===== src/design/glb_settings.svh =====
`ifndef GLB_SETTINGS_SVH
`define GLB_SETTINGS_SVH

// channel and bank organisation
`define GLB_NUM_CHANNELS 4
`define GLB_NUM_BANKS 8
`define GLB_BANKS_PER_CHANNEL 2
`define GLB_CHANNEL_SEL_WIDTH 2

// word and address widths
`define GLB_DATA_WIDTH 16
`define GLB_BANK_ADDR_WIDTH 8
`define GLB_BANK_SEL_WIDTH 3
`define GLB_ADDR_WIDTH 11
`define GLB_COUNT_WIDTH 16

// config bus and register field widths
`define GLB_CFG_ADDR_WIDTH 8
`define GLB_CFG_DATA_WIDTH 32
`define GLB_CFG_FEATURE_WIDTH 4
`define GLB_CFG_REG_WIDTH 4
`define GLB_MODE_WIDTH 2
`define GLB_SWITCH_WIDTH 3

`endif


===== src/design/glb_pkg.sv =====
`default_nettype none

`include "glb_settings.svh"

package glb_pkg;

    // operating mode of one io controller
    typedef enum logic [`GLB_MODE_WIDTH-1:0] {
        MODE_IDLE      = 2'd0,
        MODE_INSTREAM  = 2'd1,
        MODE_OUTSTREAM = 2'd2,
        MODE_DIRECT    = 2'd3
    } io_mode_t;

    // one-word bank access, controller side or bank side
    typedef struct packed {
        logic                         wr_en;
        logic                         rd_en;
        logic [`GLB_ADDR_WIDTH-1:0]   addr;
        logic [`GLB_DATA_WIDTH-1:0]   wr_data;
    } bank_req_t;

    // config access from outside
    typedef struct packed {
        logic                           en;
        logic                           wr;
        logic                           rd;
        logic [`GLB_CFG_ADDR_WIDTH-1:0] addr;
        logic [`GLB_CFG_DATA_WIDTH-1:0] wr_data;
    } cfg_bus_t;

    // per-channel controller settings
    typedef struct packed {
        io_mode_t                     mode;
        logic [`GLB_ADDR_WIDTH-1:0]   start_addr;
        logic [`GLB_COUNT_WIDTH-1:0]  num_words;
    } io_ctrl_cfg_t;

endpackage

`default_nettype wire


===== src/design/glb_config_regs.sv =====
`timescale 1ns/1ps
`default_nettype none

`include "glb_settings.svh"

module glb_config_regs (
    input  wire                              clk,
    input  wire                              reset,
    input  wire glb_pkg::cfg_bus_t           cfg,
    output logic [`GLB_CFG_DATA_WIDTH-1:0]   cfg_rd_data,
    output glb_pkg::io_ctrl_cfg_t            channel_cfg [`GLB_NUM_CHANNELS],
    output logic [`GLB_SWITCH_WIDTH-1:0]     switch_sel
);

    logic [`GLB_CFG_FEATURE_WIDTH-1:0] feature;
    logic [`GLB_CFG_REG_WIDTH-1:0]     reg_field;
    logic                              wr_strobe;
    logic                              rd_strobe;

    // feature field picks a channel or the interconnect
    assign feature   = cfg.addr[`GLB_CFG_ADDR_WIDTH-1 -: `GLB_CFG_FEATURE_WIDTH];
    assign reg_field = cfg.addr[`GLB_CFG_REG_WIDTH-1:0];
    assign wr_strobe = cfg.en && cfg.wr;
    assign rd_strobe = cfg.en && cfg.rd;

    always_ff @(posedge clk or posedge reset) begin
        if (reset) begin
            switch_sel <= '0;
            for (int i = 0; i < `GLB_NUM_CHANNELS; i++) begin
                channel_cfg[i].mode       <= glb_pkg::MODE_IDLE;
                channel_cfg[i].start_addr <= '0;
                channel_cfg[i].num_words  <= '0;
            end
        end else if (wr_strobe) begin
            if (feature == `GLB_CFG_FEATURE_WIDTH'(`GLB_NUM_CHANNELS) && reg_field == 0) begin
                switch_sel <= cfg.wr_data[`GLB_SWITCH_WIDTH-1:0];
            end
            for (int i = 0; i < `GLB_NUM_CHANNELS; i++) begin
                if (feature == `GLB_CFG_FEATURE_WIDTH'(i)) begin
                    case (reg_field)
                        0: channel_cfg[i].mode <=
                            glb_pkg::io_mode_t'(cfg.wr_data[`GLB_MODE_WIDTH-1:0]);
                        1: channel_cfg[i].start_addr <= cfg.wr_data[`GLB_ADDR_WIDTH-1:0];
                        2: channel_cfg[i].num_words <= cfg.wr_data[`GLB_COUNT_WIDTH-1:0];
                        default: ;
                    endcase
                end
            end
        end
    end

    // read-back, zero for anything unmapped
    always_comb begin
        cfg_rd_data = '0;
        if (rd_strobe) begin
            if (feature == `GLB_CFG_FEATURE_WIDTH'(`GLB_NUM_CHANNELS)) begin
                if (reg_field == 0) begin
                    cfg_rd_data = `GLB_CFG_DATA_WIDTH'(switch_sel);
                end
            end
            for (int i = 0; i < `GLB_NUM_CHANNELS; i++) begin
                if (feature == `GLB_CFG_FEATURE_WIDTH'(i)) begin
                    case (reg_field)
                        0: cfg_rd_data = `GLB_CFG_DATA_WIDTH'(channel_cfg[i].mode);
                        1: cfg_rd_data = `GLB_CFG_DATA_WIDTH'(channel_cfg[i].start_addr);
                        2: cfg_rd_data = `GLB_CFG_DATA_WIDTH'(channel_cfg[i].num_words);
                        default: cfg_rd_data = '0;
                    endcase
                end
            end
        end
    end

    // a config access is either a read or a write
    a_cfg_strobes: assert property (
        @(posedge clk) disable iff (reset)
        cfg.en |-> !(cfg.wr && cfg.rd)
    );

endmodule

`default_nettype wire


===== config.mk =====
export PLATFORM = sky130hd
export DESIGN_NAME = glb_config_regs
export DESIGN_NICKNAME = d
export VERILOG_FILES = /design/src/design/glb_pkg.sv /design/src/design/glb_config_regs.sv
export VERILOG_INCLUDE_DIRS = /design/src /design/src/design
export SDC_FILE = /design/constraint.sdc
export NUM_CORES = 1
export LEC_CHECK = 0
export ABC_CLOCK_PERIOD_IN_PS = 4770
export BUFFER_PORTS_ARGS = -buffer_cell sky130_fd_sc_hd__buf_2
export CAP_MARGIN = 10
export CORE_ASPECT_RATIO = 0.7
export CORE_UTILIZATION = 51
export DETAILED_ROUTE_END_ITERATION = 7
export PLACE_DENSITY = 0.81
export SKIP_CTS_REPAIR_TIMING = 1
export SLEW_MARGIN = 40
export SYNTH_ARGS = -nofsm -noshare
export SYNTH_HDL_FRONTEND = slang
export SYNTH_SLANG_ARGS = --single-unit

===== constraint.sdc =====
create_clock -name clk -period 4.77 [get_ports clk]
set_input_delay 0.2385 -clock clk [delete_from_list [all_inputs] [get_ports clk]]
set_output_delay 0.2385 -clock clk [all_outputs]
set_load 0.05 [all_outputs]

==> summary.md <==
| Metric | Value |
|---|---|
| Fin cells | `771` |
| Fin crit share | `61.2%` |
| Grt ovf | `0` |
| Initial Utilization | `52.4%` |
| Synthesis Warnings | `0` |
| Initial antenna violation count | `3` |
| Share of layout cells above drive strength 1 | `53.5%` |
| CP startpoint kind | `primary input` |
| # nets final | `650` |
| Synth cell types | `50` |
| Async SR Flop Fraction | `100%` |
| Top FF cell, synth | `dfrtp_1` |
| Post-route antenna net violation count | `0` |
| Sequential area share after synthesis | `51.4%` |
| Via/cell ratio | `5.92` |
| IO buf count | `163` |
| Setup TNS | `0 ps` |
| Synth top area share | `51.4%` |
| Final setup violating endpoints | `0` |
| Least-Margin Pin Slew | `843 ps` |
| Max transition margin | `43.6%` |
| Synthesis-to-layout area growth | `23.9%` |
| Syn avg cell area | `13.0 um^2` |
| Total number of vias | `4,567` |
| First-pass GRT wire length | `24.9 mm` |
| CP Max Fanout | `17` |
| Vias in the first global route | `4,539` |
| Leakage | `3.83 nW` |
| RSZ-0062 raised after global routing | `false` |
| Die width | `129 um` |
| Hold/Removal Path Class | `primary input to register` |
| Post-synth top area cell | `dfrtp_1` |
| Clock Latency Late Sink | `410 ps` |
| CP arrival | `2680 ps` |
| Max Buffers Root-to-Sink | `2` |
| Io pins | `196` |
| Power Density | `348 nW/um^2` |
| Hold Fails Final Rpt | `0` |
| Initial DRC Count | `302` |
| Num CTS Buffers | `17` |
| Busiest grt layer | `met2` |
| DIE AREA | `11,800 um^2` |
| Critical path required time | `4530 ps` |
| Synthesized cell area | `5790 um^2` |
| RePlAce Congestion | `0.825` |
| Clk pin slew, worst setup/hold paths | `50 ps` |
| Die height | `91.2 um` |
| Worst IR Drop VDD | `224 uV` |
| Core area | `11,100 um^2` |
| Root buffer cell | `clkbuf_16` |
| DRC | `0` |
| #FFs+latches synth | `119` |
| CTS tree | `done` |
| Per-cell routed wire length | `21.4 um` |
| Commonest cells after routing, fill and taps aside | `163 x buf_2, 119 x dfrtp_1, 118 x mux2_2, 20 x a22oi_1, 17 x clkbuf_16` |
| Final Slew Violations | `0` |
| Met2 GRT Util | `44.5%` |
| Top cells by area, synth | `dfrtp_1 51%, mux2_2 23%, a22oi_1 2.6%, buf_4 2.6%, mux2i_1 2.2%` |
| H-tree Lvls | `4` |
| FMAX | `342 MHz` |
| Clock Skew | `0 ps` |
| Crit. End Element | `primary output` |
| Hold_ws | `104 ps` |
| Gr usage total | `28.9%` |
| Synthesized instance count | `447` |
| Tmin final | `2920 ps` |
| Final wirelength | `16.5 mm` |
| # clock sinks | `119` |
| Largest net degree at the start of global routing | `88` |
| Commonest non-fill, non-tap cell in the layout | `buf_2` |
| DRT Pass-1 Iters | `5` |
| M3 GR Usage | `10.4%` |
| Detailed Place HPWL | `11.1 mm` |
| Dpl cells | `738` |
| EDFF count, synth | `0` |
| Outcome | `finished, final reports clean` |
| GR met1 Demand/Resource | `37.3%` |
| Row count | `32` |
| Max_cap viols | `0` |
| Crit Path Category | `primary input to primary output` |
==> synthesized netlist by cell type (2+ instances only) <==
library cell / instances
dfrtp_1: 119
mux2_2: 118
a22oi_1: 20
buf_4: 20
nand2_1: 15
a221oi_1: 14
buf_2: 14
nor2_1: 14
mux2i_1: 13
a22o_1: 11
clkbuf_1: 10
o21a_1: 8
o2bb2ai_1: 7
nand3_1: 6
a21oi_1: 5
o22ai_1: 5
nand2_2: 4
a211oi_1: 3
and2_1: 3
nor3b_1: 3
o31ai_1: 3
a2111oi_0: 2
nand4_1: 2
nor4b_2: 2
==> power breakdown <==
| part | leakage [nW] | switching, mW | internal (mW) | total [mW] |
|---|---|---|---|---|
| sequential | 1.65 | 0.0223 | 1.04 | 1.06 |
| combinational | 1.92 | 0.224 | 0.0661 | 0.290 |
| clock | 0.260 | 0.419 | 0.729 | 1.15 |
==> cell families (layout without fill, tap and decap cells) <==
family | Yosys count | after routing | synth area share, %
mux | 132 | 132 | 25.4
flops | 119 | 119 | 51.4
compound gates | 84 | 84 | 11.3
simple gates | 64 | 64 | 7.04
buf+inv | 47 | 200 | 4.80
other cells | 1 | 19 | 0.0647
==> metrics by stage <==
stage	setup slack, ps	power [mW]	utilization, %	cell area (um^2)
6_report	1850	2.50	64.9	7180
5_1_grt	1780	2.57	64.9	7170
3_3_place_gp	1990	1.36	60.0	6630
3_5_place_dp	1940	1.36	60.0	6630
4_1_cts	1940	2.51	64.8	7160
2_1_floorplan	1370	1.29	-	5850
==> cell type report <==
class,count,area [um^2]
multi-input combinational,296,2600
tap,153,191
clock buffer,24,472
clock inverter,5,50.0
inverter,1,11.3
antenna,3,7.51
fill,854,3870
sequential,119,2980
timing repair buffer,170,871
==> metal layers <==
| layer | part of all wire [%] | vias to the layer above |
|---|---|---|
| li1 | - | 1973 |
| met1 | 42 | 2286 |
| met2 | 46 | 281 |
| met3 | 11 | 27 |
| met4 | 1.4 | 0 |
| met5 | 0 | - |
==> critical path, cell delays in order <==
cell       delay (ps)
buf_2             300
nor2b_2           770
buf_4             370
a22oi_1           100
a2111oi_0         480
o21a_1            160
buf_2             260
==> flip-flops by register name, summed over array words and instances (netlist names) <==
register	count
switch_sel	3
channel_cfg	116
==> worst paths after layout <==
check                           cells after the start                to             start  slack (ps)
worst max-delay path                                7    cfg_rd_data[4]           cfg[32]        1850
worst min-delay path                                2  channel_cfg[101]           cfg[14]         100
worst max register to register                      1  channel_cfg[110]  channel_cfg[110]        3950
worst min register to register                      1   channel_cfg[87]   channel_cfg[87]         530
max in group asynchronous                           4    channel_cfg[5]             reset        3450
min in group asynchronous                           3   channel_cfg[88]             reset         470
Note: power is estimated with default switching activity, not from simulation.
