`config.mk`:
```
export PLATFORM = sky130hd
export DESIGN_NAME = io_bank_interconnect
export DESIGN_NICKNAME = d
export VERILOG_FILES = /design/src/design/glb_pkg.sv /design/src/design/io_bank_interconnect.sv
export VERILOG_INCLUDE_DIRS = /design/src /design/src/design
export SDC_FILE = /design/constraint.sdc
export NUM_CORES = 1
export LEC_CHECK = 0
export BUFFER_PORTS_ARGS = -buffer_cell sky130_fd_sc_hd__buf_2
export CORE_AREA = 2 2 214 216
export DETAILED_ROUTE_END_ITERATION = 8
export DIE_AREA = 0 0 216 218
export HOLD_SLACK_MARGIN = 0.08
export SYNTH_ARGS = -nofsm -noshare
export SYNTH_HDL_FRONTEND = slang
export SYNTH_SLANG_ARGS = --single-unit
```
`constraint.sdc`:
```
create_clock -name clk -period 1.7 [get_ports clk]
set_clock_uncertainty 0.15 [all_clocks]
set_input_delay 0.085 -clock clk [delete_from_list [all_inputs] [get_ports clk]]
set_output_delay 0.085 -clock clk [all_outputs]
set_load 0.02 [all_outputs]
```
`src/design/glb_settings.svh`:
```
`ifndef GLB_SETTINGS_SVH
`define GLB_SETTINGS_SVH

// channel and bank organisation
`define GLB_NUM_CHANNELS 4
`define GLB_NUM_BANKS 8
`define GLB_BANKS_PER_CHANNEL 2
`define GLB_CHANNEL_SEL_WIDTH 2

// word and address widths
`define GLB_DATA_WIDTH 16
`define GLB_BANK_ADDR_WIDTH 8
`define GLB_BANK_SEL_WIDTH 3
`define GLB_ADDR_WIDTH 11
`define GLB_COUNT_WIDTH 16

// config bus and register field widths
`define GLB_CFG_ADDR_WIDTH 8
`define GLB_CFG_DATA_WIDTH 32
`define GLB_CFG_FEATURE_WIDTH 4
`define GLB_CFG_REG_WIDTH 4
`define GLB_MODE_WIDTH 2
`define GLB_SWITCH_WIDTH 3

`endif

```
`src/design/glb_pkg.sv`:
```
`default_nettype none

`include "glb_settings.svh"

package glb_pkg;

    // operating mode of one io controller
    typedef enum logic [`GLB_MODE_WIDTH-1:0] {
        MODE_IDLE      = 2'd0,
        MODE_INSTREAM  = 2'd1,
        MODE_OUTSTREAM = 2'd2,
        MODE_DIRECT    = 2'd3
    } io_mode_t;

    // one-word bank access, controller side or bank side
    typedef struct packed {
        logic                         wr_en;
        logic                         rd_en;
        logic [`GLB_ADDR_WIDTH-1:0]   addr;
        logic [`GLB_DATA_WIDTH-1:0]   wr_data;
    } bank_req_t;

    // config access from outside
    typedef struct packed {
        logic                           en;
        logic                           wr;
        logic                           rd;
        logic [`GLB_CFG_ADDR_WIDTH-1:0] addr;
        logic [`GLB_CFG_DATA_WIDTH-1:0] wr_data;
    } cfg_bus_t;

    // per-channel controller settings
    typedef struct packed {
        io_mode_t                     mode;
        logic [`GLB_ADDR_WIDTH-1:0]   start_addr;
        logic [`GLB_COUNT_WIDTH-1:0]  num_words;
    } io_ctrl_cfg_t;

endpackage

`default_nettype wire

```
`src/design/io_bank_interconnect.sv`:
```
`timescale 1ns/1ps
`default_nettype none

`include "glb_settings.svh"

module io_bank_interconnect (
    input  wire                           clk,
    input  wire                           reset,
    input  wire [`GLB_SWITCH_WIDTH-1:0]   switch_sel,
    input  wire glb_pkg::bank_req_t       channel_req [`GLB_NUM_CHANNELS],
    output logic [`GLB_DATA_WIDTH-1:0]    channel_rd_data [`GLB_NUM_CHANNELS],
    output glb_pkg::bank_req_t            bank_req [`GLB_NUM_BANKS],
    input  wire [`GLB_DATA_WIDTH-1:0]     bank_rd_data [`GLB_NUM_BANKS]
);

    glb_pkg::bank_req_t                  eff_req [`GLB_NUM_CHANNELS];
    logic [`GLB_CHANNEL_SEL_WIDTH-1:0]   eff_src [`GLB_NUM_CHANNELS];
    logic                                bank_hit [`GLB_NUM_BANKS];
    logic                                bank_rd_d1 [`GLB_NUM_BANKS];
    logic                                bank_rd_d2 [`GLB_NUM_BANKS];
    logic [`GLB_DATA_WIDTH-1:0]          bank_data_d1 [`GLB_NUM_BANKS];
    logic [`GLB_DATA_WIDTH-1:0]          rd_chain [`GLB_NUM_BANKS];
    logic [`GLB_NUM_BANKS-1:0]           src_hits [`GLB_NUM_CHANNELS];

    // clear switch bit hands the channel below's request upward
    always_comb begin
        eff_req[0] = channel_req[0];
        eff_src[0] = '0;
        for (int j = 1; j < `GLB_NUM_CHANNELS; j++) begin
            if (switch_sel[j-1]) begin
                eff_req[j] = channel_req[j];
                eff_src[j] = `GLB_CHANNEL_SEL_WIDTH'(j);
            end else begin
                eff_req[j] = eff_req[j-1];
                eff_src[j] = eff_src[j-1];
            end
        end
    end

    // only the bank named by the bank field sees the enables
    always_comb begin
        for (int k = 0; k < `GLB_NUM_BANKS; k++) begin
            bank_hit[k] = eff_req[k / `GLB_BANKS_PER_CHANNEL].addr[`GLB_ADDR_WIDTH-1 -:
                `GLB_BANK_SEL_WIDTH] == `GLB_BANK_SEL_WIDTH'(k);
            bank_req[k].wr_en   = eff_req[k / `GLB_BANKS_PER_CHANNEL].wr_en && bank_hit[k];
            bank_req[k].rd_en   = eff_req[k / `GLB_BANKS_PER_CHANNEL].rd_en && bank_hit[k];
            bank_req[k].addr    = {{`GLB_BANK_SEL_WIDTH{1'b0}},
                eff_req[k / `GLB_BANKS_PER_CHANNEL].addr[`GLB_BANK_ADDR_WIDTH-1:0]};
            bank_req[k].wr_data = eff_req[k / `GLB_BANKS_PER_CHANNEL].wr_data;
        end
    end

    // read enable delayed to line up with the registered bank data
    always_ff @(posedge clk or posedge reset) begin
        if (reset) begin
            for (int k = 0; k < `GLB_NUM_BANKS; k++) begin
                bank_rd_d1[k] <= 1'b0;
                bank_rd_d2[k] <= 1'b0;
            end
        end else begin
            for (int k = 0; k < `GLB_NUM_BANKS; k++) begin
                bank_rd_d1[k] <= bank_req[k].rd_en;
                bank_rd_d2[k] <= bank_rd_d1[k];
            end
        end
    end

    always_ff @(posedge clk) begin
        for (int k = 0; k < `GLB_NUM_BANKS; k++) begin
            bank_data_d1[k] <= bank_rd_data[k];
        end
    end

    // return chain runs from the top bank down
    always_comb begin
        rd_chain[`GLB_NUM_BANKS-1] = bank_rd_d2[`GLB_NUM_BANKS-1] ?
            bank_data_d1[`GLB_NUM_BANKS-1] : '0;
        for (int k = `GLB_NUM_BANKS - 2; k >= 0; k--) begin
            rd_chain[k] = bank_rd_d2[k] ? bank_data_d1[k] : rd_chain[k+1];
        end
        for (int j = 0; j < `GLB_NUM_CHANNELS; j++) begin
            channel_rd_data[j] = rd_chain[j * `GLB_BANKS_PER_CHANNEL];
        end
    end

    // banks enabled on behalf of each originating channel
    always_comb begin
        for (int s = 0; s < `GLB_NUM_CHANNELS; s++) begin
            for (int k = 0; k < `GLB_NUM_BANKS; k++) begin
                src_hits[s][k] = (eff_src[k / `GLB_BANKS_PER_CHANNEL] ==
                    `GLB_CHANNEL_SEL_WIDTH'(s)) && (bank_req[k].wr_en || bank_req[k].rd_en);
            end
        end
    end

    for (genvar s = 0; s < `GLB_NUM_CHANNELS; s++) begin : g_src_check
        a_one_bank_per_source: assert property (
            @(posedge clk) disable iff (reset)
            $onehot0(src_hits[s])
        );
    end

endmodule

`default_nettype wire

```
==> impl_metrics.json <==
{
  "outcome": "complete, but fails checks",
  "violations": "negative setup slack",
  "power.switching_mw": 3.90,
  "endpoint_kind": "output pin",
  "hold_violations": 0,
  "switching_share": 0.348,
  "yosysUniqueCellTypes": 43,
  "syn2layout_area_growth_pct": 94.3,
  "synth_warnings": 0,
  "cts_buffers": 17,
  "gp_congestion": 0.928,
  "start_util": 0.155,
  "p_int_mw": 7.30,
  "netlist.area_leader.share": 0.367,
  "irDropWorstVdd_v": 0.000640,
  "drc": 0,
  "ys_top_cells_by_area": "dfxtp_1, buf_4, mux2_2",
  "design.core.area_sq_um": 44900,
  "p_comb_frac": 0.342,
  "period_needed_ns": 2.34,
  "cpMaxStageDelayCell": "dfrtp_1",
  "grt_remaining_overflow": 0,
  "grt_max_degree": 29,
  "die_w_um": 216,
  "setup_slack_ns": -0.644,
  "hp-class": "in -> reg",
  "cts_htree_levels": 4,
  "drive_gt1_frac": 0.641,
  "leakage_nw": 6.62,
  "worst_path_largest_cell_delay_ns": 0.41,
  "slew_viol_final": 0,
  "fill_cells": 4628,
  "die_area_sq_um": 47100,
  "ys_seq_elements": 144,
  "clock_latency_ns": 0.45,
  "wire_per_inst_um": 21.5,
  "tns_ns": -28.56,
  "netlist_instances": 675,
  "io_buffers": 520,
  "layout_commonest_cell": "buf_2",
  "ff_latch_area_sq_um": 2970,
  "final_cell_mix": "buf_2, dlygate4sd3_1, dfxtp_1, buf_4, buf_6",
  "worstPathMaxFanout": 11,
  "synth_seq_area_share": 0.425,
  "seqPwrFrac": 0.327,
  "synth_area_per_cell_sq_um": 10.3,
  "cp_data_required_time_ns": 1.46,
  "crit_path_start_kind": "flop",
  "tightest_slew_ns": 0.716,
  "nets": 1580,
  "die_y_um": 218,
  "worst-setup-path-type": "reg -> out",
  "via_per_inst": 3.97,
  "slew_headroom": 0.516,
  "cts.sinks": 144,
  "p_clk_frac": 0.331,
  "dp.cells": 1757,
  "grt_pass1_wl_um": 56000,
  "boundaryPins": 545,
  "drt_first_iter_violations": 356,
  "cts_root_buf": "clkbuf_16",
  "synth_top_area_cell": "dfxtp_1",
  "crit_chain": "or2_4 -> buf_12 -> a221o_1 -> a21oi_2 -> o31ai_4 -> buf_6",
  "layoutNonFillerInstCount": 1946,
  "ant_nets": 0,
  "vias": 7726,
  "antenna_found_initial": 5,
  "wl_um": 41800,
  "power-per-cell-area_nw_per_um2": 826,
  "critPathArrivalTime_ns": 2.11,
  "detailed_place_hpwl_um": 33900,
  "synth_area_sq_um": 6980,
  "maxCapViolCount": 0,
  "dr.pass1.iters": 5,
  "synthArstFlopShare": 0.111,
  "rsz0062_at_grt": "true",
  "fmax_mhz": 427,
  "grt_pass1_vias": 7831,
  "synth_edf_count": 0,
  "synthFlopType": "dfxtp_1",
  "setup_viol": 65,
  "rows": 78,
  "cts.clk_slew.worst_paths_ns": 0.07,
  "cts_tree": "done",
  "cts_buffer_depth": 2,
  "finalCritPeriodShare": 1.38,
  "grt_usage": 0.168,
  "multi_input_area_sq_um": 3460
}
final cells by class:
| type | instances | area share |
|---|---|---|
| clock buffers | 17 | 0.0314 |
| inverters | 22 | 0.00609 |
| diodes | 2 | 0.000369 |
| well taps | 600 | 0.0554 |
| repair buffers | 796 | 0.422 |
| multi-input cells | 350 | 0.255 |
| clock inverters | 15 | 0.0106 |
| flip-flops and latches | 144 | 0.219 |
routing by layer:
layer  GRT usage  part of all wire  vias to the layer above  wire [um]
met5           0           0.00098                        -         41
met4      0.0447             0.019                        6        786
met3      0.0430             0.065                       51       2740
met2       0.325              0.53                      391      22300
met1       0.179              0.38                     3737      15900
li1            -                 -                     3541          -
cells by family (layout without fill, tap and decap cells):
family / after synthesis / count (layout) / synth area share
compound gates: 137 / 137 / 0.144
buf+inv: 204 / 850 / 0.196
flops: 144 / 144 / 0.425
mux: 80 / 80 / 0.139
other cells: 1 / 26 / 0.000537
simple gates: 109 / 109 / 0.0961
cell usage after synthesis, types with 16 or more instances:
master	n
buf_4	146
dfxtp_1	128
mux2_2	57
a21oi_1	34
nand2_1	32
inv_1	22
mux2_4	19
clkbuf_1	18
nor2b_1	18
a221oi_1	16
dfrtp_1	16
sequential cells by signal (all words and copies together), names as in the netlist:
register      cells
bank_data_d1    128
bank_rd_d2        8
bank_rd_d1        8
power groups by stage:
stage               combinational (mW)  sequential, mW  clock [mW]
floorplan                         2.02            3.68           0
global placement                  3.16            3.73           0
detailed placement                3.17            3.73           0
CTS                               3.74            3.66        3.82
global route                      4.00            3.68        3.95
finish                            3.83            3.66        3.71
final timing paths:
path	slack, ns	end	from	cells past startpoint
max	-0.64	channel_rd_data[47]	bank_rd_d2[2]	6
min	0.09	bank_rd_d1[2]	channel_req[53]	6
max reg2reg	1.06	bank_rd_d2[2]	bank_rd_d1[2]	0
min reg2reg	0.20	bank_rd_d2[6]	bank_rd_d1[6]	0
max in group asynchronous	0.81	bank_rd_d2[5]	reset	3
min in group asynchronous	0.14	bank_rd_d1[0]	reset	3
per-stage QoR:
| step | setup WS [ns] | hold slack (ns) | power [mW] | instance area (sq um) | util |
|---|---|---|---|---|---|
| 4_1_cts | -0.618 | 0.0767 | 11.2 | 13200 | 0.295 |
| 6_report | -0.644 | 0.0852 | 11.2 | 13600 | 0.302 |
| 5_1_grt | -0.719 | 0.0882 | 11.6 | 13600 | 0.302 |
| 3_5_place_dp | -0.286 | 0.0386 | 6.90 | 10600 | 0.236 |
| 3_3_place_gp | -0.324 | 0.0386 | 6.89 | 10600 | 0.236 |
| 2_1_floorplan | -0.0812 | -0.151 | 5.70 | 7540 | - |
critical path, delay by kind of cell (launching register included):
family | cells | cell delay, ns
compound gates | 3 | 0.66
flops | 1 | 0.41
simple gates | 1 | 0.30
buf+inv | 2 | 0.28
repair_timing:
| action | in CTS | in global routing |
|---|---|---|
| setup endpoints to repair | 116 | 83 |
| gates resized for setup | 180 | 57 |
| buffers inserted | 7 | 7 |
| endpoints found under the hold margin | 151 | 0 |
| gates cloned | 1 | 2 |
| pin swaps | 35 | 19 |
| hold buffers | 139 | 0 |
(Power assumes the default switching activity.)
