$ cat config.mk
export PLATFORM = sky130hd
export DESIGN_NAME = io_controller
export DESIGN_NICKNAME = d
export VERILOG_FILES = /design/src/design/glb_pkg.sv /design/src/design/io_controller.sv
export VERILOG_INCLUDE_DIRS = /design/src /design/src/design
export SDC_FILE = /design/constraint.sdc
export NUM_CORES = 1
export LEC_CHECK = 0
export ABC_AREA = 1
export BUFFER_PORTS_ARGS = -buffer_cell sky130_fd_sc_hd__buf_4
export CORE_UTILIZATION = 52
export CTS_BUF_LIST = sky130_fd_sc_hd__clkbuf_4
export DETAILED_ROUTE_END_ITERATION = 6
export MAX_ROUTING_LAYER = met4
export PLACE_DENSITY_LB_ADDON = 0.15
export SLEW_MARGIN = 20
export SYNTH_ARGS = -nofsm -noshare
export SYNTH_HDL_FRONTEND = slang
export SYNTH_SLANG_ARGS = --single-unit
$ cat constraint.sdc
create_clock -name clk -period 3.8 [get_ports clk]
set_clock_uncertainty 0.1 [all_clocks]
set_input_delay 0.76 -clock clk [delete_from_list [all_inputs] [get_ports clk]]
set_output_delay 0.76 -clock clk [all_outputs]
set_load 0.01 [all_outputs]
$ cat src/design/glb_settings.svh
`ifndef GLB_SETTINGS_SVH
`define GLB_SETTINGS_SVH

// channel and bank organisation
`define GLB_NUM_CHANNELS 4
`define GLB_NUM_BANKS 8
`define GLB_BANKS_PER_CHANNEL 2
`define GLB_CHANNEL_SEL_WIDTH 2

// word and address widths
`define GLB_DATA_WIDTH 16
`define GLB_BANK_ADDR_WIDTH 8
`define GLB_BANK_SEL_WIDTH 3
`define GLB_ADDR_WIDTH 11
`define GLB_COUNT_WIDTH 16

// config bus and register field widths
`define GLB_CFG_ADDR_WIDTH 8
`define GLB_CFG_DATA_WIDTH 32
`define GLB_CFG_FEATURE_WIDTH 4
`define GLB_CFG_REG_WIDTH 4
`define GLB_MODE_WIDTH 2
`define GLB_SWITCH_WIDTH 3

`endif

$ cat src/design/glb_pkg.sv
`default_nettype none

`include "glb_settings.svh"

package glb_pkg;

    // operating mode of one io controller
    typedef enum logic [`GLB_MODE_WIDTH-1:0] {
        MODE_IDLE      = 2'd0,
        MODE_INSTREAM  = 2'd1,
        MODE_OUTSTREAM = 2'd2,
        MODE_DIRECT    = 2'd3
    } io_mode_t;

    // one-word bank access, controller side or bank side
    typedef struct packed {
        logic                         wr_en;
        logic                         rd_en;
        logic [`GLB_ADDR_WIDTH-1:0]   addr;
        logic [`GLB_DATA_WIDTH-1:0]   wr_data;
    } bank_req_t;

    // config access from outside
    typedef struct packed {
        logic                           en;
        logic                           wr;
        logic                           rd;
        logic [`GLB_CFG_ADDR_WIDTH-1:0] addr;
        logic [`GLB_CFG_DATA_WIDTH-1:0] wr_data;
    } cfg_bus_t;

    // per-channel controller settings
    typedef struct packed {
        io_mode_t                     mode;
        logic [`GLB_ADDR_WIDTH-1:0]   start_addr;
        logic [`GLB_COUNT_WIDTH-1:0]  num_words;
    } io_ctrl_cfg_t;

endpackage

`default_nettype wire

$ cat src/design/io_controller.sv
`timescale 1ns/1ps
`default_nettype none

`include "glb_settings.svh"

module io_controller (
    input  wire                            clk,
    input  wire                            reset,
    input  wire                            stall,
    input  wire                            start_pulse,
    input  wire glb_pkg::io_ctrl_cfg_t     channel_cfg,
    input  wire                            wr_en,
    input  wire                            rd_en,
    input  wire [`GLB_DATA_WIDTH-1:0]      wr_data,
    input  wire [`GLB_DATA_WIDTH-1:0]      addr_high,
    input  wire [`GLB_DATA_WIDTH-1:0]      addr_low,
    output logic [`GLB_DATA_WIDTH-1:0]     rd_data,
    output logic                           rd_data_valid,
    output glb_pkg::bank_req_t             bank_req,
    input  wire [`GLB_DATA_WIDTH-1:0]      bank_rd_data
);

    logic                          direct;
    logic                          active;
    logic                          wr_acc;
    logic                          rd_acc;
    logic [`GLB_ADDR_WIDTH-1:0]    offset;
    logic [`GLB_COUNT_WIDTH-1:0]   remaining;
    logic [`GLB_ADDR_WIDTH-1:0]    next_addr;
    logic                          cmd_wr;
    logic                          cmd_rd;
    logic [`GLB_ADDR_WIDTH-1:0]    cmd_addr;
    logic [`GLB_DATA_WIDTH-1:0]    cmd_data;
    logic                          req_wr;
    logic                          req_rd;
    logic [`GLB_ADDR_WIDTH-1:0]    req_addr;
    logic [`GLB_DATA_WIDTH-1:0]    req_data;
    logic [2:0]                    rd_valid_pipe;

    assign direct = (channel_cfg.mode == glb_pkg::MODE_DIRECT);

    // direct mode ignores the word count
    assign active = !stall && (channel_cfg.mode != glb_pkg::MODE_IDLE)
                    && (direct || remaining != '0);
    assign wr_acc = active && wr_en
                    && (direct || channel_cfg.mode == glb_pkg::MODE_OUTSTREAM);
    assign rd_acc = active && rd_en
                    && (direct || channel_cfg.mode == glb_pkg::MODE_INSTREAM);

    // bank field from the high half, word address from the low half
    assign next_addr = direct ?
        {addr_high[`GLB_BANK_SEL_WIDTH-1:0], addr_low[`GLB_BANK_ADDR_WIDTH-1:0]} :
        channel_cfg.start_addr + offset;

    always_ff @(posedge clk or posedge reset) begin
        if (reset) begin
            offset    <= '0;
            remaining <= '0;
        end else if (start_pulse) begin
            offset    <= '0;
            remaining <= channel_cfg.num_words;
        end else if (!direct && (wr_acc || rd_acc)) begin
            offset    <= offset + 1'b1;
            remaining <= remaining - 1'b1;
        end
    end

    // first stage holds the accepted command
    always_ff @(posedge clk or posedge reset) begin
        if (reset) begin
            cmd_wr <= 1'b0;
            cmd_rd <= 1'b0;
            req_wr <= 1'b0;
            req_rd <= 1'b0;
            rd_valid_pipe <= '0;
        end else begin
            cmd_wr <= wr_acc;
            cmd_rd <= rd_acc;
            req_wr <= cmd_wr;
            req_rd <= cmd_rd;
            // data returns three edges after the command stage
            rd_valid_pipe <= {rd_valid_pipe[1:0], cmd_rd};
        end
    end

    always_ff @(posedge clk) begin
        if (wr_acc || rd_acc) begin
            cmd_addr <= next_addr;
            cmd_data <= wr_data;
        end
        req_addr <= cmd_addr;
        req_data <= cmd_data;
    end

    assign bank_req = '{wr_en: req_wr, rd_en: req_rd, addr: req_addr, wr_data: req_data};

    assign rd_data       = bank_rd_data;
    assign rd_data_valid = rd_valid_pipe[2];

    a_no_dual_accept: assert property (
        @(posedge clk) disable iff (reset)
        !(wr_acc && rd_acc)
    );

endmodule

`default_nettype wire

==> key figures, run 1 <==
Run status
  – Status: completed

GRT
  – Total GRT Usage: 22.7%
  – Largest net degree at the start of global routing: 34
  – Overflow after GRT: 0
  – Initial antenna violation count: 0
  – Vias in the first global route: 3291
  – First-pass GRT wire length: 14900 µm

Floorplan
  – Chip width: 92.3 µm
  – Row cnt: 32
  – Initial core utilization: 54.3%
  – Die Ht: 92.3 µm
  – Die area: 8520 µm²
  – Core ar.: 7810 µm²
  – Num ports: 145

Worst setup path
  – Worst Path Arrival: 2.45 ns
  – CP Max Fanout: 23
  – Reg-to-reg setup timing slack: 1.55 ns
  – Critical Path RT: 3.81 ns
  – Crit-path cells: buf_4 > nand2_1 > inv_1 > o21ai_0 > a21oi_2 > buf_4
  – Critical path type: in2reg
  – RR Endpoint: cmd_addr[6]
  – Crit path buf inv count: 3
  – R2R depth: 8
  – RR Startpoint: offset[0]
  – Critical path launch point type: input port
  – Critical path's top delay family: buffers and inverters
  – Max stage delay on crit path: 0.44 ns
  – Setup crit end kind: register
  – Slowest CP cell: inv_1
  – Most used cell, CP: buf_4

Final layout
  – Antenna diodes: 0
  – Fin nets: 697
  – Fin util: 64.8%
  – Fin area: 5060 µm²
  – Share of layout cells above drive strength 1: 20.4%
  – P&R area growth vs syn: 19.3%

Routing
  – Routed wire length: 8630 µm
  – Number of remaining DRC errors: 0
  – Drt pass-1 iters: 4
  – DRT antenna net count: 0
  – Routed wire length per instance: 12.5 µm
  – 1st-iter DRT viols: 146
  – DR vias/cell: 4.95
  – Total number of vias: 3418

Timing
  – Slew headroom: 45.4%
  – Endpoints failing hold: 0
  – Setup violations, final: 0
  – Setup repair after global routing missed its margin: false
  – Count of pins over their slew limit: 0
  – Minimum clock period: 2.44 ns
  – Worst Tran Pin Value: 0.819 ns
  – Tcrit/Tclk final: 64.3%
  – FMAX: 0.409 GHz
  – Total Negative Setup Slacks: 0 ns

Min path
  – Hold Crit Class: reg2reg
  – Hold path start: cmd_data[7]
  – Hold Path Sink: req_data[7]
  – Hold depth: 0

Synthesis
  – Post-synth top flop: dfrtp_1
  – Asr flop ratio synth: 37.9%
  – Synth Instances: 509
  – Flops & latches, synth: 87
  – Synthesized net count: 622
  – Dominant cells by area after synthesis: dfrtp_1 19%, edfxtp_1 19%, nand2_1 15%
  – Most common cell in the synthesized netlist: nand2_1
  – Commonest cells post-synth: 169 x nand2_1, 61 x nand3_1, 50 x nor2_1, 37 x inv_1, 33 x dfrtp_1
  – Synth Cell Area: 4240 µm²
  – EDFF count, synth: 27
  – Area leader, netlist: dfrtp_1
  – Avg Inst Size Synth: 8.33 µm²
  – Post-synth top area share: 19.5%
  – Sequential fraction of the synthesis area: 51.4%
  – Yosys warning count: 0
  – Netlist cell types: 28

Clock tree
  – CTS Buffer Depth: 2
  – CTS tree: yes
  – Gates resized, CTS repair: 0
  – Clk root buf: clkbuf_4
  – Hold buffers post-CTS: 0
  – Clk sinks: 87
  – Clk pin slew, worst setup/hold paths: 0.13 ns
  – CTS Buf Count: 9
  – Postcts setup bufs: 0
  – H-tree levels: 3
  – Clk_lat worst skew: 0.42 ns

Power and ir drop
  – PwrDens: 412 nW/µm²
  – VDD IR max: 0.229 mV
  – Leakage: 2.55 nW

Placed design
  – RePlAce Congestion: 0.854
  – I/O Buffers: 91
  – Post-DP HPWL: 6230 µm
  – Placed Area: 4870 µm²

Run
  – Maxcap violations: 0
-- sequential cells by signal (all words and copies together) (netlist names) --
register,count
remaining,16
rd_valid_pipe,3
cmd_addr,11
cmd_data,16
offset,11
req_addr,11
cmd_rd,1
req_data,16
cmd_wr,1
req_wr,1
-- power breakdown --
part / switching [mW] / internal (mW)
clock network: 0.319 / 0.334
logic: 0.196 / 0.151
registers: 0.0514 / 1.03
-- metal layers --
layer	vias to the layer above	global-route usage, %	wire length (µm)
met1	1528	27.5	3830
met3	14	3.78	464
li1	1768	-	-
met4	0	6.77	112
met2	108	39.2	4220
met5	-	-	0
-- cell type report --
cell class / count / area, µm²
fillers: 659 / 2750
flip-flops and latches: 87 / 2180
multi-input cells: 355 / 1720
repair buffers: 94 / 706
inverters: 37 / 139
well taps: 102 / 128
clock inverters: 7 / 119
clock buffers: 9 / 67.6
-- stage by stage --
step                      power (mW)  hold WS, ns  instances  setup WS (ns)
after floorplan                 1.34        0.223        509          0.661
after global placement          1.43        0.223        675          0.887
after detailed placement        1.45        0.227        675          0.859
after CTS                       2.10        0.258        691           1.32
after global routing            2.19        0.265        691           1.13
final                           2.08        0.257        691           1.36
-- worst max path at each step --
stage	from	slack, ns	cells past startpoint	end
2_1_floorplan	channel_cfg[28]	0.66	4	cmd_addr[0]
3_3_place_gp	channel_cfg[28]	0.89	6	cmd_addr[8]
3_5_place_dp	channel_cfg[28]	0.86	6	cmd_addr[8]
4_1_cts	channel_cfg[28]	1.32	6	cmd_addr[10]
5_1_grt	channel_cfg[28]	1.13	6	cmd_data[8]
6_report	channel_cfg[28]	1.36	6	cmd_addr[10]
-- cell usage in the layout, fill, tap and decap left out --
| cell type | n |
|---|---|
| nand3_1 | 61 |
| dfrtp_1 | 33 |
| xnor2_1 | 6 |
| a211oi_1 | 1 |
| clkinv_1 | 1 |
| a21oi_2 | 1 |
| dfxtp_1 | 27 |
| o21ai_0 | 13 |
| nand4_1 | 2 |
| a21oi_1 | 14 |
| or2_2 | 3 |
| buf_4 | 94 |
| inv_6 | 1 |
| nand2_1 | 169 |
| nand2_4 | 1 |
| fa_1 | 1 |
| xor2_1 | 6 |
| edfxtp_1 | 27 |
| o2111ai_4 | 1 |
| a21o_1 | 2 |
| nand3b_1 | 2 |
| inv_1 | 37 |
| bufinv_16 | 3 |
| ha_1 | 13 |
| nor2_1 | 50 |
| clkinvlp_4 | 1 |
| clkinv_4 | 1 |
| clkbuf_4 | 9 |
| nor2_2 | 3 |
| nand2_2 | 2 |
| nor3_1 | 2 |
| o21bai_1 | 2 |
-- worst reg2reg max path: cells and delay by family (launching register included) --
| kind | cells | cell delay [ns] |
|---|---|---|
| compound gates | 2 | 0.30 |
| simple gates | 4 | 0.35 |
| fa+ha+maj | 2 | 0.74 |
| flops | 1 | 0.51 |
-- kinds of logic (layout without fill, tap and decap cells) --
| logic type | Yosys count | count (layout) | synth area share [%] |
|---|---|---|---|
| adder cells (fa/ha/maj) | 14 | 14 | 4.31 |
| buffers and inverters | 67 | 147 | 8.12 |
| XOR/XNOR | 12 | 12 | 2.48 |
| AND/OR/NAND/NOR | 295 | 295 | 28.9 |
| flip-flops | 87 | 87 | 51.4 |
| AO/OA/AOI/OAI | 34 | 34 | 4.81 |
(Power assumes the default switching activity.)
==> run 2: changes to the inputs <==
==> constraint.sdc (replaced) <==
create_clock -name clk -period 2.25 [get_ports clk]
set_clock_uncertainty 0.1 [all_clocks]
set_input_delay 0.45 -clock clk [delete_from_list [all_inputs] [get_ports clk]]
set_output_delay 0.45 -clock clk [all_outputs]
set_load 0.01 [all_outputs]
==> run 2 against run 1 <==
  * Combinational power increased by 76%
  * Hold slack lost 0.17 ns
  * Critical path depth is 2 higher
  * Die area unchanged
  * Sequential power rose by 69%
  * Sequential share of layout area down 0.26 points
  * First-iteration DRC count rose by 16%
  * Register-to-register slack worse by 1.3 ns
  * Clock-buffer cell count did not move
==> key figures, run 2 (same netlist as run 1, synthesis figures left out) <==
Timing
  – Total Negative Setup Slacks: 0 ns
  – Slew headroom: 67.6%
  – Setup repair after global routing missed its margin: false
  – Count of pins over their slew limit: 0
  – Worst Tran Pin Value: 0.485 ns
  – Minimum clock period: 2.01 ns
  – Tcrit/Tclk final: 89.3%
  – Endpoints failing hold: 0
  – Setup violations, final: 0
  – FMAX: 0.498 GHz

Clock tree
  – H-tree levels: 3
  – CTS tree: yes
  – CTS Buffer Depth: 2
  – Clk root buf: clkbuf_4
  – CTS Buf Count: 9
  – Clk_lat worst skew: 0.43 ns
  – Gates resized, CTS repair: 0
  – Clk pin slew, worst setup/hold paths: 0.16 ns
  – Clk sinks: 87

Worst setup path
  – Setup crit end kind: register
  – Reg-to-reg setup timing slack: 0.24 ns
  – Critical path type: reg2reg
  – CP Max Fanout: 3
  – Worst Path Arrival: 2.10 ns
  – Critical Path RT: 2.34 ns
  – Critical path launch point type: register

Final layout
  – Fin nets: 705
  – Regs by FF count: cmd_data: 16 flops, remaining: 16 flops, req_data: 16 flops
  – Share of layout cells above drive strength 1: 21.4%
  – Antenna diodes: 0
  – Most frequent cells in the layout: 169 x nand2_1, 101 x buf_4, 61 x nand3_1
  – P&R area growth vs syn: 20.0%
  – Leading cell type in the layout, fill and taps excluded: nand2_1
  – Non-Filler Instances: 699

Routing
  – DRT antenna net count: 0
  – Total number of vias: 3528
  – DR vias/cell: 5.05
  – Routed wire length per instance: 12.5 µm
  – Number of remaining DRC errors: 0
  – Routed wire length: 8730 µm
  – 1st-iter DRT viols: 169
  – Drt pass-1 iters: 4

Floorplan
  – Row cnt: 32
  – Die Ht: 92.3 µm
  – Chip width: 92.3 µm
  – Core ar.: 7810 µm²
  – Initial core utilization: 54.3%
  – Num ports: 145
  – Die area: 8520 µm²

Power and ir drop
  – Leakage: 2.57 nW
  – VDD IR max: 0.350 mV
  – PwrDens: 663 nW/µm²

Placed design
  – Post-DP HPWL: 6280 µm
  – RePlAce Congestion: 0.860
  – Placed cells: 682
  – I/O Buffers: 91

GRT
  – Initial antenna violation count: 0
  – Overflow after GRT: 0
  – Largest net degree at the start of global routing: 34
  – Total GRT Usage: 22.4%
  – First-pass GRT wire length: 14800 µm
  – Vias in the first global route: 3317

Run
  – Maxcap violations: 0

Run status
  – Status: completed

Min path
  – Hold Crit Class: in2reg
-- run 2: path summary, 6_finish.rpt --
check                           cells after the start               end         from
worst max register to register                      8       cmd_addr[6]    offset[0]
worst min-delay path                                1       cmd_data[5]   wr_data[5]
max in group asynchronous                           4  rd_valid_pipe[1]        reset
worst min register to register                      0       req_addr[2]  cmd_addr[2]
worst max-delay path                                8       cmd_addr[6]    offset[0]
min in group asynchronous                           4     remaining[15]        reset
-- run 2: layout make-up --
type | count | area, µm²
clock buffer | 9 | 67.6
clock inverter | 7 | 87.6
fill | 681 | 2720
inverter | 37 | 139
multi-input combinational | 355 | 1720
sequential | 87 | 2180
tap | 102 | 128
timing repair buffer | 102 | 768
-- run 2: routing by layer --
metal	vias up	global-route usage [%]	share of wire, %
li1	1789	-	-
met1	1626	29.4	47
met2	104	36.0	47
met3	9	3.69	5.0
met4	0	7.16	1.1
met5	-	-	0
-- run 2: critical path, cell delays in order, from the launching register on --
cell and delay [ns]:
dfrtp_1 0.42, ha_1 0.24, fa_1 0.39, nand3_1 0.08, nand3_1 0.13, a21oi_1 0.22
nand2_1 0.07, nand2_1 0.05, o21ai_0 0.06
-- run 2: what timing repair did --
item | CTS | global route
hold buffers | 1 | 0
buffers inserted | 0 | 0
hold endpoints to repair | 19 | 0
-- run 2: stage by stage --
step                      total power [mW]  instance area, µm²  setup slack [ns]  util, %  hold WS [ns]
after floorplan                       2.26                4240           0.00602        -         0.223
after global placement                2.44                4920             0.120     63.1         0.224
after detailed placement              2.46                4920             0.120     63.1         0.227
after CTS                             3.40                5090             0.240     65.2        0.0574
after global routing                  3.57                5090             0.127     65.2        0.0409
final                                 3.37                5090             0.240     65.2        0.0828
-- run 2: where the power goes --
| part | internal, mW | switching [mW] | leakage (nW) |
|---|---|---|---|
| logic | 0.269 | 0.340 | 1.58 |
| clock network | 0.360 | 0.582 | 0.0763 |
| registers | 1.74 | 0.0835 | 0.910 |
| total | 2.37 | 1.01 | 2.57 |
==> run 3: changes to the inputs <==
--- a/config.mk
+++ b/config.mk
@@ -8,11 +8,12 @@
 export LEC_CHECK = 0
 export ABC_AREA = 1
 export BUFFER_PORTS_ARGS = -buffer_cell sky130_fd_sc_hd__buf_4
-export CORE_UTILIZATION = 52
+export CORE_UTILIZATION = 56
 export CTS_BUF_LIST = sky130_fd_sc_hd__clkbuf_4
+export CTS_CLUSTER_SIZE = 12
 export DETAILED_ROUTE_END_ITERATION = 6
 export MAX_ROUTING_LAYER = met4
-export PLACE_DENSITY_LB_ADDON = 0.15
+export PLACE_DENSITY = 0.9
 export SLEW_MARGIN = 20
 export SYNTH_ARGS = -nofsm -noshare
 export SYNTH_HDL_FRONTEND = slang
==> constraint.sdc (replaced) <==
create_clock -name clk -period 2.4 [get_ports clk]
set_clock_uncertainty 0.1 [all_clocks]
set_input_delay 0.48 -clock clk [delete_from_list [all_inputs] [get_ports clk]]
set_output_delay 0.48 -clock clk [all_outputs]
set_load 0.01 [all_outputs]
==> run 3 against run 2 <==
  * First-iteration DRC count up 22%
  * Sequential cell count unchanged
  * Via count up 3.2%
  * Hold slack worse by 0.057 ns
  * Global-route usage up 2.9 points
  * Combinational power down 8.0%
  * Final area down 1.4%
  * Register-to-register slack worse by 0.05 ns
  * Critical endpoint unchanged
  * Power down 11%
==> key figures, run 3 (same netlist as run 1, synthesis figures left out) <==
Timing
  – Worst Tran Pin Value: 0.583 ns
  – Tcrit/Tclk final: 92.0%
  – Count of pins over their slew limit: 0
  – Endpoints failing hold: 0
  – Fin Hold WS: 0.0256 ns
  – Total Negative Setup Slacks: 0 ns
  – Minimum clock period: 2.21 ns
  – Slew headroom: 61.1%
  – Setup repair after global routing missed its margin: false
  – Setup violations, final: 0
  – FMAX: 0.453 GHz

Final layout
  – P&R area growth vs syn: 18.4%
  – Leading cell type in the layout, fill and taps excluded: nand2_1
  – Share of layout cells above drive strength 1: 21.1%
  – Fin area: 5020 µm²
  – Regs by FF count: cmd_data: 16 flops, remaining: 16 flops, req_data: 16 flops
  – Fin nets: 701
  – Antenna diodes: 0
  – Most frequent cells in the layout: 169 x nand2_1, 98 x buf_4, 61 x nand3_1
  – Fin util: 68.8%

Worst setup path
  – RR Endpoint: cmd_addr[6]
  – Critical path's top delay family: adder cells
  – Crit path buf inv count: 0
  – Worst setup path start: offset[0]
  – RR Startpoint: offset[0]
  – R2R depth: 8
  – Max stage delay on crit path: 0.50 ns
  – Crit-path cells: ha_1 > fa_1 > nand3_1 > nand3_1 > a21oi_1 > nand2_1 > nand2_1 > o21ai_0
  – Setup crit end kind: register
  – Critical Path RT: 2.48 ns
  – Critical path launch point type: register
  – Reg-to-reg setup timing slack: 0.19 ns
  – Worst Path Arrival: 2.29 ns
  – Critical path type: reg2reg
  – CP Max Fanout: 8
  – Slowest CP cell: dfrtp_1

Routing
  – Routed wire length per instance: 13.0 µm
  – Total number of vias: 3640
  – Routed wire length: 9020 µm
  – DR vias/cell: 5.26
  – Drt pass-1 iters: 5
  – Number of remaining DRC errors: 0
  – 1st-iter DRT viols: 206
  – DRT antenna net count: 0

GRT
  – Overflow after GRT: 0
  – Total GRT Usage: 25.3%
  – Vias in the first global route: 3448
  – Largest net degree at the start of global routing: 34
  – First-pass GRT wire length: 14800 µm
  – Initial antenna violation count: 0

Floorplan
  – Die Ht: 89.0 µm
  – Chip width: 89.0 µm
  – Initial core utilization: 58.1%
  – Row cnt: 31
  – Num ports: 145
  – Die area: 7920 µm²
  – Core ar.: 7290 µm²

Power and ir drop
  – PwrDens: 599 nW/µm²
  – VDD IR max: 0.292 mV
  – Leakage: 2.54 nW

Placed design
  – Placed Area: 4900 µm²
  – I/O Buffers: 91
  – Post-DP HPWL: 6780 µm
  – RePlAce Congestion: 0.894

Clock tree
  – CTS Buf Count: 9
  – Clk pin slew, worst setup/hold paths: 0.15 ns
  – Gates resized, CTS repair: 0
  – Postcts setup bufs: 0
  – Clk sinks: 87
  – Clk root buf: clkbuf_4
  – Clk_lat worst skew: 0.43 ns
  – H-tree levels: 3
  – CTS Buffer Depth: 2
  – CTS tree: yes
  – Hold buffers post-CTS: 0

Run status
  – Status: completed

Min path
  – Hold Crit Class: in2async

Run
  – Maxcap violations: 0
[run 3: changes by cell type in the layout (fill, tap and decap cells not counted), sizes merged]
cell	delta
buf	-3
bufinv	-1
clkbuf	+1
clkinv	+2
dlygate4sd3	-1
inv	-2
[run 3: layer usage]
metal | track usage [%] | part of all wire (%) | wire length (µm)
met5 | - | 0 | 0
met3 | 4.71 | 6.7 | 605
met4 | 11.1 | 3.0 | 272
met1 | 28.9 | 41 | 3670
met2 | 43.6 | 50 | 4470
[run 3: worst reg2reg max path, cell delays in order, from the launching register on]
cell	delay, ns
dfrtp_1	0.50
ha_1	0.29
fa_1	0.44
nand3_1	0.10
nand3_1	0.14
a21oi_1	0.21
nand2_1	0.07
nand2_1	0.06
o21ai_0	0.07
[run 3: power by group]
part / internal (mW) / leakage, nW / total (mW) / switching [mW]
clock network: 0.230 / 0.0630 / 0.733 / 0.503
logic: 0.244 / 1.56 / 0.560 / 0.316
registers: 1.63 / 0.910 / 1.71 / 0.0848
total: 2.10 / 2.54 / 3.01 / 0.905
[run 3: stage by stage]
stage,power [mW],setup WS (ns),instances
3_5_place_dp,2.31,0.178,676
3_3_place_gp,2.27,0.219,676
5_1_grt,3.19,0.0571,692
6_report,3.01,0.191,692
4_1_cts,3.03,0.213,692
2_1_floorplan,2.12,0.126,509
[run 3: area by class of cell]
type | count | area [µm²]
flip-flops and latches | 87 | 2180
multi-input cells | 355 | 1720
fillers | 598 | 2270
clock inverters | 6 | 46.3
inverters | 37 | 139
repair buffers | 98 | 736
well taps | 99 | 124
clock buffers | 10 | 75.1
[run 3: worst max path at each step]
stage / endpoint / slack, ns / cells past startpoint
floorplan: cmd_addr[0] / 0.13 / 4
global placement: cmd_addr[6] / 0.22 / 9
detailed placement: cmd_addr[6] / 0.18 / 9
CTS: cmd_addr[6] / 0.21 / 8
global route: cmd_addr[6] / 0.06 / 8
finish: cmd_addr[6] / 0.19 / 8
